File: config.mk
export PLATFORM = sky130hd
export DESIGN_NAME = decoder
export DESIGN_NICKNAME = d
export VERILOG_FILES = /design/src/hw/decoder_pkg.sv /design/src/hw/biphase_to_nrz.sv /design/src/hw/decoder.sv /design/src/hw/decoder_regs.sv /design/src/hw/iq_demux.sv /design/src/hw/mrk_spc_decode.sv /design/src/hw/output_format.sv
export SDC_FILE = /design/constraint.sdc
export NUM_CORES = 1
export LEC_CHECK = 0
export BUFFER_PORTS_ARGS = -buffer_cell sky130_fd_sc_hd__buf_2
export CAP_MARGIN = 20
export CORE_MARGIN = 3
export CORE_UTILIZATION = 30
export DETAILED_ROUTE_END_ITERATION = 10
export PLACE_DENSITY = 0.5
export SLEW_MARGIN = 20
export SYNTH_ARGS = -nofsm -noshare
export SYNTH_HDL_FRONTEND = slang
export SYNTH_SLANG_ARGS = --single-unit
export TNS_END_PERCENT = 50
File: constraint.sdc
create_clock -name clk -period 2.5 [get_ports clk]
set_clock_uncertainty 0.15 [all_clocks]
set_input_delay 0.25 -clock clk [delete_from_list [all_inputs] [get_ports clk]]
set_output_delay 0.25 -clock clk [all_outputs]
set_load 0.005 [all_outputs]
File: src/hw/decoder_pkg.sv
// one control register only; sign_mag bit is reserved and the three top bits are spare
`default_nettype none

package decoder_pkg;

  // -------------------------------------------------------------------
  // bus decode
  // -------------------------------------------------------------------

  // control register address on the parallel bus
  localparam logic [12:0] dec_ctrl_addr = 13'h0120;

  // control word width, written as two bytes
  localparam int dec_ctrl_w = 16;

  // -------------------------------------------------------------------
  // mark/space mode codes
  // -------------------------------------------------------------------

  // straight pass-through
  localparam logic [1:0] mode_nrz_l = 2'd0;
  // transition on a one
  localparam logic [1:0] mode_nrz_m = 2'd1;
  // transition on a zero; code 3 falls back to pass-through
  localparam logic [1:0] mode_nrz_s = 2'd2;

  // derandomizer length, taps at stages 15 and 14
  localparam int derand_len = 15;

  // -------------------------------------------------------------------
  // control word
  // -------------------------------------------------------------------

  // raw view for the bus, field view for the datapath
  typedef union packed {
    logic [dec_ctrl_w-1:0] raw;
    struct packed {
      logic [2:0] spare;
      logic       bypass_fifo;
      logic [1:0] mode;
      logic       sign_mag;
      logic       biphase;
      logic       swap;
      logic       feher;
      logic       demux;
      logic       derandomize;
      logic       data_inv;
      logic       clk_sel;
      logic       clk_inv;
      logic       fifo_rs;
    } fields;
  } ctrl_word_u;

endpackage

`default_nettype wire

File: src/hw/biphase_to_nrz.sv
// biphase-L on the I stream only; half-bit phase restarts at reset and when biphase drops
`default_nettype none

module biphase_to_nrz (
  input  wire  clk,
  input  wire  rs,
  input  wire  symb_clk_en_i,
  input  wire  biphase_i,
  input  wire  symb_i_i,
  output logic nrz_i_o,
  output logic bit_en_o
);

  // -------------------------------------------------------------------
  // half-bit phase
  // -------------------------------------------------------------------

  // 0 before the first half, 1 before the second half
  logic half_q;
  // first half of the current biphase bit
  logic first_q;

  always_ff @(posedge clk or posedge rs)
  begin
    if (rs)
    begin
      half_q <= 1'b0;
    end
    else if (!biphase_i)
    begin
      // held cleared so the next enable starts on a first half
      half_q <= 1'b0;
    end
    else if (symb_clk_en_i)
    begin
      half_q <= ~half_q;
    end
  end

  // level, qualified by the strobe downstream
  // always high outside biphase
  assign bit_en_o = !biphase_i || half_q;

  // -------------------------------------------------------------------
  // first-half capture and nrz output
  // -------------------------------------------------------------------

  always_ff @(posedge clk or posedge rs)
  begin
    if (rs)
    begin
      first_q <= 1'b0;
      nrz_i_o <= 1'b0;
    end
    else if (symb_clk_en_i)
    begin
      if (!biphase_i)
      begin
        // plain nrz, one strobe of delay
        nrz_i_o <= symb_i_i;
      end
      else if (!half_q)
      begin
        // keep first half for the next strobe
        first_q <= symb_i_i;
      end
      else
      begin
        // biphase-L carries the bit in its first half
        nrz_i_o <= first_q;
      end
    end
  end

endmodule

`default_nettype wire

File: src/hw/decoder.sv
// strobes must be one clock wide; every 2x strobe is accepted, no back-pressure
`default_nettype none

module decoder (
  input  wire         clk,
  input  wire         rs,
  // control bus
  input  wire         en_i,
  input  wire         wr0_i,
  input  wire         wr1_i,
  input  wire [12:0]  addr_i,
  input  wire [15:0]  din_i,
  output logic [15:0] dout_o,
  // symbol stream
  input  wire         symb_clk_en_i,
  input  wire         symb_clk_2x_en_i,
  input  wire         symb_i_i,
  input  wire         symb_q_i,
  output logic        dout_i_o,
  output logic        dout_q_o,
  output logic        cout_o,
  output logic        symb_clk_o,
  // fifo and clock controls
  output logic        fifo_rs_o,
  output logic        clk_inv_o,
  output logic        bypass_fifo_o
);

  decoder_pkg::ctrl_word_u ctrl;

  logic nrz_i;
  logic bit_en;
  logic nrz_q;
  logic nrz_last_i;
  logic nrz_last_q;
  logic dec_i;
  logic dec_q;
  logic sel_i;
  logic sel_q;
  logic shift_en;

  // -------------------------------------------------------------------
  // control register
  // -------------------------------------------------------------------

  decoder_regs u_regs (
    .clk    (clk),
    .rs     (rs),
    .en_i   (en_i),
    .wr0_i  (wr0_i),
    .wr1_i  (wr1_i),
    .addr_i (addr_i),
    .din_i  (din_i),
    .dout_o (dout_o),
    .ctrl_o (ctrl)
  );

  // passed straight out to the fifo and clock logic
  assign fifo_rs_o     = ctrl.fields.fifo_rs;
  assign clk_inv_o     = ctrl.fields.clk_inv;
  assign bypass_fifo_o = ctrl.fields.bypass_fifo;

  // -------------------------------------------------------------------
  // biphase conversion and Q alignment
  // -------------------------------------------------------------------

  // one strobe of delay on I
  biphase_to_nrz u_b2n (
    .clk           (clk),
    .rs            (rs),
    .symb_clk_en_i (symb_clk_en_i),
    .biphase_i     (ctrl.fields.biphase),
    .symb_i_i      (symb_i_i),
    .nrz_i_o       (nrz_i),
    .bit_en_o      (bit_en)
  );

  // Q gets the same delay, plus previous bits for mark/space
  always_ff @(posedge clk or posedge rs)
  begin
    if (rs)
    begin
      nrz_q      <= 1'b0;
      nrz_last_i <= 1'b0;
      nrz_last_q <= 1'b0;
    end
    else if (symb_clk_en_i && bit_en)
    begin
      nrz_q      <= symb_q_i;
      nrz_last_i <= nrz_i;
      nrz_last_q <= nrz_q;
    end
  end

  // -------------------------------------------------------------------
  // mark/space decode
  // -------------------------------------------------------------------

  mrk_spc_decode u_msd_i (
    .clk        (clk),
    .rs         (rs),
    .clk_en_i   (symb_clk_en_i),
    .bit_en_i   (bit_en),
    .mode_i     (ctrl.fields.mode),
    .din_i      (nrz_i),
    .last_din_i (nrz_last_i),
    .dout_o     (dec_i)
  );

  mrk_spc_decode u_msd_q (
    .clk        (clk),
    .rs         (rs),
    .clk_en_i   (symb_clk_en_i),
    .bit_en_i   (bit_en),
    .mode_i     (ctrl.fields.mode),
    .din_i      (nrz_q),
    .last_din_i (nrz_last_q),
    .dout_o     (dec_q)
  );

  // -------------------------------------------------------------------
  // demux and output stage
  // -------------------------------------------------------------------

  iq_demux u_demux (
    .clk              (clk),
    .rs               (rs),
    .symb_clk_en_i    (symb_clk_en_i),
    .symb_clk_2x_en_i (symb_clk_2x_en_i),
    .demux_i          (ctrl.fields.demux),
    .feher_i          (ctrl.fields.feher),
    .swap_i           (ctrl.fields.swap),
    .dec_i_i          (dec_i),
    .dec_q_i          (dec_q),
    .sel_i_o          (sel_i),
    .sel_q_o          (sel_q),
    .shift_en_o       (shift_en)
  );

  output_format u_fmt (
    .clk              (clk),
    .rs               (rs),
    .shift_en_i       (shift_en),
    .symb_clk_en_i    (symb_clk_en_i),
    .symb_clk_2x_en_i (symb_clk_2x_en_i),
    .bit_en_i         (bit_en),
    .sel_i_i          (sel_i),
    .sel_q_i          (sel_q),
    .derandomize_i    (ctrl.fields.derandomize),
    .data_inv_i       (ctrl.fields.data_inv),
    .biphase_i        (ctrl.fields.biphase),
    .clk_sel_i        (ctrl.fields.clk_sel),
    .dout_i_o         (dout_i_o),
    .dout_q_o         (dout_q_o),
    .cout_o           (cout_o),
    .symb_clk_o       (symb_clk_o)
  );

endmodule

`default_nettype wire

File: src/hw/decoder_regs.sv
// single 16-bit register; read data is zero unless en_i is high and the address matches
`default_nettype none

module decoder_regs (
  input  wire                     clk,
  input  wire                     rs,
  input  wire                     en_i,
  input  wire                     wr0_i,
  input  wire                     wr1_i,
  input  wire [12:0]              addr_i,
  input  wire [15:0]              din_i,
  output logic [15:0]             dout_o,
  output decoder_pkg::ctrl_word_u ctrl_o
);

  // -------------------------------------------------------------------
  // address decode
  // -------------------------------------------------------------------

  logic                   sel;
  decoder_pkg::ctrl_word_u ctrl_q;

  // bus cycle aimed at this register
  assign sel = en_i && (addr_i == decoder_pkg::dec_ctrl_addr);

  // -------------------------------------------------------------------
  // byte-strobed write
  // -------------------------------------------------------------------

  always_ff @(posedge clk or posedge rs)
  begin
    if (rs)
    begin
      ctrl_q.raw <= '0;
    end
    else if (sel)
    begin
      // low byte
      if (wr0_i)
      begin
        ctrl_q.raw[7:0] <= din_i[7:0];
      end
      // high byte
      if (wr1_i)
      begin
        ctrl_q.raw[decoder_pkg::dec_ctrl_w-1:8] <= din_i[15:8];
      end
    end
  end

  // -------------------------------------------------------------------
  // read-back and field output
  // -------------------------------------------------------------------

  // zero when not selected so several slaves can be or-ed
  assign dout_o = sel ? ctrl_q.raw : '0;

  assign ctrl_o = ctrl_q;

endmodule

`default_nettype wire

File: src/hw/iq_demux.sv
// serial modes run on the 2x strobe; feher wins over demux when both are set
`default_nettype none

module iq_demux (
  input  wire  clk,
  input  wire  rs,
  input  wire  symb_clk_en_i,
  input  wire  symb_clk_2x_en_i,
  input  wire  demux_i,
  input  wire  feher_i,
  input  wire  swap_i,
  input  wire  dec_i_i,
  input  wire  dec_q_i,
  output logic sel_i_o,
  output logic sel_q_o,
  output logic shift_en_o
);

  // -------------------------------------------------------------------
  // 2x phase tracking
  // -------------------------------------------------------------------

  // set on the 2x strobe right after a coincident one
  logic phase_q;
  // I bit one 2x strobe back, for the fqpsk difference
  logic dly_i_q;
  logic serial;
  logic take_i;
  logic fqpsk_bit;
  logic serial_bit;

  assign serial = demux_i | feher_i;

  // swap reverses the I/Q order
  assign take_i = phase_q ^ swap_i;

  always_ff @(posedge clk or posedge rs)
  begin
    if (rs)
    begin
      phase_q <= 1'b0;
      dly_i_q <= 1'b0;
    end
    else if (symb_clk_2x_en_i)
    begin
      phase_q <= symb_clk_en_i;
      dly_i_q <= dec_i_i;
    end
  end

  // -------------------------------------------------------------------
  // serial bit forming
  // -------------------------------------------------------------------

  // differential bit, Q polarity flips with the phase
  assign fqpsk_bit = take_i ? (dly_i_q ^ dec_q_i) : (dly_i_q ^ ~dec_q_i);

  // qpsk/oqpsk just alternates the channels
  assign serial_bit = feher_i ? fqpsk_bit : (take_i ? dec_i_i : dec_q_i);

  // -------------------------------------------------------------------
  // output select register
  // -------------------------------------------------------------------

  always_ff @(posedge clk or posedge rs)
  begin
    if (rs)
    begin
      sel_i_o <= 1'b0;
      sel_q_o <= 1'b0;
    end
    else if (serial && symb_clk_2x_en_i)
    begin
      // single stream, Q carries the complement
      sel_i_o <= serial_bit;
      sel_q_o <= ~serial_bit;
    end
    else if (!serial && symb_clk_en_i)
    begin
      // parallel pair, optional swap
      sel_i_o <= swap_i ? dec_q_i : dec_i_i;
      sel_q_o <= swap_i ? dec_i_i : dec_q_i;
    end
  end

  // downstream shift follows the output rate
  assign shift_en_o = serial ? symb_clk_2x_en_i : symb_clk_en_i;

endmodule

`default_nettype wire

File: src/hw/mrk_spc_decode.sv
// one channel; caller supplies the previous nrz bit, both enables must be high to update
`default_nettype none

module mrk_spc_decode (
  input  wire       clk,
  input  wire       rs,
  input  wire       clk_en_i,
  input  wire       bit_en_i,
  input  wire [1:0] mode_i,
  input  wire       din_i,
  input  wire       last_din_i,
  output logic      dout_o
);

  // -------------------------------------------------------------------
  // decode
  // -------------------------------------------------------------------

  logic diff;
  logic dec;

  // transition between adjacent bits
  assign diff = din_i ^ last_din_i;

  always_comb
  begin
    case (mode_i)
      decoder_pkg::mode_nrz_m:
      begin
        // mark, a change means one
        dec = diff;
      end
      decoder_pkg::mode_nrz_s:
      begin
        // space, a change means zero
        dec = ~diff;
      end
      default:
      begin
        // nrz-l and the unused code
        dec = din_i;
      end
    endcase
  end

  // decode register, one bit period
  always_ff @(posedge clk or posedge rs)
  begin
    if (rs)
    begin
      dout_o <= 1'b0;
    end
    else if (clk_en_i && bit_en_i)
    begin
      dout_o <= dec;
    end
  end

endmodule

`default_nettype wire

File: src/hw/output_format.sv
// derandomized bit drives both outputs; cout_o is a one-clock pulse, not a square clock
`default_nettype none

module output_format (
  input  wire  clk,
  input  wire  rs,
  input  wire  shift_en_i,
  input  wire  symb_clk_en_i,
  input  wire  symb_clk_2x_en_i,
  input  wire  bit_en_i,
  input  wire  sel_i_i,
  input  wire  sel_q_i,
  input  wire  derandomize_i,
  input  wire  data_inv_i,
  input  wire  biphase_i,
  input  wire  clk_sel_i,
  output logic dout_i_o,
  output logic dout_q_o,
  output logic cout_o,
  output logic symb_clk_o
);

  // -------------------------------------------------------------------
  // self-synchronizing derandomizer
  // -------------------------------------------------------------------

  logic [decoder_pkg::derand_len-1:0] shift_q;
  logic                               derand_q;
  logic                               data_i;
  logic                               data_q;

  // received bits fill the line, syncs after derand_len bits
  always_ff @(posedge clk or posedge rs)
  begin
    if (rs)
    begin
      shift_q  <= '0;
      derand_q <= 1'b0;
    end
    else if (shift_en_i)
    begin
      shift_q  <= {shift_q[decoder_pkg::derand_len-2:0], sel_i_i};
      // taps 15 and 14
      derand_q <= sel_i_i ^ shift_q[decoder_pkg::derand_len-1]
                          ^ shift_q[decoder_pkg::derand_len-2];
    end
  end

  // -------------------------------------------------------------------
  // data select and inversion
  // -------------------------------------------------------------------

  assign data_i = derandomize_i ? derand_q : sel_i_i;
  assign data_q = derandomize_i ? derand_q : sel_q_i;

  assign dout_i_o = data_i ^ data_inv_i;
  assign dout_q_o = data_q ^ data_inv_i;

  // -------------------------------------------------------------------
  // clocks
  // -------------------------------------------------------------------

  // biphase gives one pulse per decoded bit
  assign cout_o = biphase_i ? (bit_en_i & symb_clk_en_i)
                            : (clk_sel_i ? symb_clk_en_i : symb_clk_2x_en_i);

  // high from each symbol strobe, low from the mid 2x strobe
  always_ff @(posedge clk or posedge rs)
  begin
    if (rs)
    begin
      symb_clk_o <= 1'b0;
    end
    else if (symb_clk_en_i)
    begin
      symb_clk_o <= 1'b1;
    end
    else if (symb_clk_2x_en_i)
    begin
      symb_clk_o <= ~symb_clk_o;
    end
  end

endmodule

`default_nettype wire

# Yosys cells after proc, flatten, opt, wreduce, memory -nomap -nowiden
# Cells that the tools add are included.
# word_totals
register_bits,45
out_inout_bits,23
word_cells,75
# op_classes
n_eq_ne,5
mux,23
n_bitwise,17
n_reduce_logical,13
# op_table
op,count
1-bit two-way mux,20
16-bit two-way mux,1
"13-bit by 9-bit equality test with 1-bit output, second input constant",1
1-bit bitwise XOR,9
1-bit NOT,6
2-bit AND reduction,3
1-bit logical AND,4
1-bit one-hot mux with 2 select lines,2
2-bit nonzero test,2
3-bit AND reduction,1
"2-bit by 1-bit equality test with 1-bit output, second input constant",1
"2-bit equality test, second input constant",1
1-bit zero test,2
"2-bit by 1-bit != test with 1-bit output, second input constant",1
"2-bit != test, second input constant",1
1-bit AND,1
1-bit logical OR,1
1-bit OR,1

# Logic depth before layout (Yosys ltp)
# logic_depth
depth_word,6
ltp_mapped,7
depth_no_buf,6

# By module
# From an unflattened synthesis, not the netlist that was laid out.
# hier_totals
hier_cells,177
hier_area_um2,2302.2
# modules_own_cells
mod,n_inst,cells_each,area_per_inst_um2,seq_area_each_um2
decoder_regs,1,59,817.0,400.4
output_format,1,46,729.4,425.4
iq_demux,1,27,275.3,100.1
mrk_spc_decode,2,12,110.1,25.0
biphase_to_nrz,1,13,141.4,75.1
decoder,1,8,118.9,75.1

# Worst setup path after synthesis
# Ideal clock, no wire load.
# synth_path
path_kind,reg-to-reg
startpoint,reg u_regs.ctrl_q (netlist bit u_regs.ctrl_o[6])
endpoint,reg u_fmt.shift_q[0] (netlist name)
setup_time_ns,0.125
t_arrival_ns,1.539
setup_slack_ns,0.686
stages_incl_launch_ff,6
n_path_buf,2
path_cell_list,dfrtp_1 -> or3b_1 -> and2_1 -> buf_6 -> buf_8 -> mux2_4
# synth_via
elab_chain_cells,2
# synth_lines
element,line_no,source
start: declaration,decoder_regs.sv:21,decoder_pkg::ctrl_word_u ctrl_q;
1-bit OR,iq_demux.sv:32,assign serial = demux_i | feher_i;
1-bit two-way mux,iq_demux.sv:87,assign shift_en_o = serial ? symb_clk_2x_en_i : symb_clk_en_i;
end signal: assignment,output_format.sv:42,"shift_q <= {shift_q[decoder_pkg::derand_len-2:0], sel_i_i};"
end: declaration,output_format.sv:27,logic [decoder_pkg::derand_len-1:0] shift_q;
# Every way passes these cells.
# A chain may end at the register's enable or synchronous reset.

# Worst setup path after layout
# layout_path
startpoint,reg u_regs.ctrl_q (netlist bit u_regs.ctrl_o[6])
endpoint,reg u_fmt.shift_q[5] (netlist name)
# The elaborated chain is that of the path after synthesis.

==> reports/qor.yml <==
status:
  status: "finished, final reports clean"
cells_and_area:
  nets: 279
  syn_to_final_growth_pct: 25.4
  largest_reg_flops: 16
  drive_gt1_frac: 0.471
  design_area_mm2: 0.00275
  fillers: 665
  num_antenna_cells: 0
logic_synthesis:
  yosys_warnings: 0
  async_reset_ff_frac: 1.00
  synth_cell_types: 36
  syn_nets: 212
  syn_avg_cell_area_um2: 12.7
  synth_enable_flop_cells: 0
  synth_flop_cell: "dfrtp_1"
  ys_seq_area_frac: 0.514
  synthCells: 172
  syn_area_mm2: 0.00219
  ys_ff_latch: 45
worst_setup_path:
  critPathRequiredTime_ps: 2540
  reg2reg_setup_slack_ps: 560
  worst-path-max-fanout: 18
  crit_start: "u_regs.ctrl_o[6]$_DFFE_PP0P_"
  start_kind: "flip-flop"
  crit_path_end_kind: "flip-flop"
  critPathKind: "reg -> reg"
  arrival_ps: 1980
  r2r-start: "u_regs.ctrl_o[6]$_DFFE_PP0P_"
power:
  power_uw: 1840
  ir_worst_vdd_mv: 0.356
  pwr-share-comb: 0.149
  power.density_mw_per_mm2: 671
  p_leak_uw: 0.00140
  seqPwrFrac: 0.496
  sw_frac_of_total: 0.227
  clock_power_share: 0.355
  cellInternalPower_uw: 1430
  p_switching_uw: 418
global_routing:
  use_met1: 0.136
  first_global_vias: 1500
  grt_pass1_wl_um: 7180
  grt_start_max_net_pins: 46
  grt_use_met3: 0.0315
  track_usage: 0.106
  busiest_layer: "met2"
  grt-ovfl-total: 0
  antenna_found_initial: 0
  grtUsageMet2: 0.169
run:
  maxCapViolCount: 0
floorplanning:
  num_rows: 30
  die_y_um: 91.5
  io_pins: 61
  die_area_mm2: 0.00836
  coreArea_mm2: 0.00694
  die_w_um: 91.5
  start_util: 0.315
drt:
  avgViaCountPerCell: 4.35
  wirelength_um: 4120
  ant_nets: 0
  dr.pass1.iters: 4
  first_iter_violations: 55
  route.detailed.drc: 0
  wl_per_cell_um: 12.3
  vias: 1463
sta:
  setup_tns_ps: 0
  hold_viol_final: 0
  final_max_slew_viol_count: 0
  setup_violations: 0
  max_clock_freq_mhz: 516
  fin_crit_ps: 1940
  worst_pin_slew_ps: 589
  relSlewSlack: 0.607
  rsz0062_at_grt: "no"
  post-route-period-util: 0.775
place:
  placed_cell_area_mm2: 0.00260
  dp_hpwl_um: 3030
  routabilityCongestion: 0.684
  port_buffers: 60
clock_network:
  clkTransAtPathRegs_ps: 90
  cts_tree: "yes"
  clockRootBuffer: "clkbuf_8"
  clock-sinks: 45
  htree_levels: 2
  worstSkewPairLatency_ps: 290
  clockBufferDepth: 2
  cts_buffers: 5
worst_hold_path:
  min_from: "din_i[12]"
  hold_path_class: "in -> reg"
-- worst max-delay path: stages (launching register included) --
cell	delay [ps]
dfrtp_1	450
o21ai_0	410
and2_1	190
buf_4	260
mux2_2	360
-- metrics by stage --
step                utilization  instances  setup WS (ps)  hold slack [ps]
global placement          0.374        327            591              291
global route              0.395        336            358             18.5
finish                    0.395        336            563             34.2
detailed placement        0.374        327            557              290
CTS                       0.395        336            546             22.4
floorplan                     -        172            686              227
-- what timing repair did --
action | CTS | global route
resized for setup | 0 | 0
endpoints found under the hold margin | 45 | 0
hold buffers | 1 | 0
buffers inserted | 0 | 0
-- power groups by stage --
stage / Clock [µW] / Sequential, µW / Combinational, µW
5_1_grt: 706 / 935 / 308
3_5_place_dp: 0 / 931 / 277
3_3_place_gp: 0 / 931 / 272
2_1_floorplan: 0 / 909 / 219
4_1_cts: 679 / 917 / 280
6_report: 655 / 915 / 274
-- layer usage --
| layer | up-vias | part of all wire |
|---|---|---|
| li1 | 736 | - |
| met1 | 699 | 0.47 |
| met2 | 26 | 0.48 |
| met3 | 2 | 0.043 |
| met4 | 0 | 0.0056 |
| met5 | - | 0 |
-- cells in the final DEF, fill, tap and decap left out, types with 3 or more instances in the layout --
master    instances
and2_1           17
mux2_2           32
mux2_4            7
nor2_1            3
buf_4             4
buf_2            60
o21ai_0           6
xnor2_1           6
nand2_1           8
mux2i_1           9
clkbuf_8          5
dfrtp_1          45
inv_1             4
-- worst paths after layout --
kind	end	cells past startpoint
min reg2reg	u_regs.ctrl_o[14]$_DFFE_PP0P_	1
min in group asynchronous	u_regs.ctrl_o[11]$_DFFE_PP0P_	4
max reg2reg	u_fmt.shift_q[5]$_DFFE_PP0P_	4
min	u_regs.ctrl_o[12]$_DFFE_PP0P_	2
max	u_fmt.shift_q[5]$_DFFE_PP0P_	4
max in group asynchronous	u_regs.ctrl_o[5]$_DFFE_PP0P_	4
-- cell type report --
type | instances | area, µm² | area share
tap | 96 | 120 | 0.0437
multi-input combinational | 117 | 1000 | 0.365
inverter | 5 | 18.8 | 0.00683
sequential | 45 | 1130 | 0.410
clock buffer | 5 | 68.8 | 0.0251
timing repair buffer | 65 | 340 | 0.124
clock inverter | 3 | 68.8 | 0.0251
-- synth_stat cells, drive strengths merged (2+ instances only) --
| master | instances | share of area |
|---|---|---|
| and2 | 17 | 0.049 |
| mux2 | 39 | 0.21 |
| ha | 2 | 0.011 |
| a21oi | 2 | 0.0046 |
| xnor2 | 6 | 0.024 |
| nand3b | 2 | 0.0069 |
| o21ai | 7 | 0.016 |
| xor2 | 2 | 0.0080 |
| o22ai | 2 | 0.0057 |
| nand2 | 8 | 0.014 |
| o21a | 2 | 0.0069 |
| dfrtp | 45 | 0.51 |
| nor2b | 2 | 0.0057 |
| nand2b | 2 | 0.0057 |
| mux2i | 9 | 0.041 |
| inv | 5 | 0.0086 |
| buf | 4 | 0.018 |
| nor2 | 3 | 0.0051 |
-- cell families after synthesis --
| family | count (synthesis) | share of synthesized area |
|---|---|---|
| multiplexers | 48 | 0.254 |
| flip-flops | 45 | 0.514 |
| adder cells (fa/ha/maj) | 2 | 0.0114 |
| AND/OR/NAND/NOR | 42 | 0.113 |
| XOR/XNOR | 8 | 0.0320 |
| AO/OA/AOI/OAI | 17 | 0.0485 |
| buffers and inverters | 10 | 0.0280 |
Power figures use the tool's default switching activity.
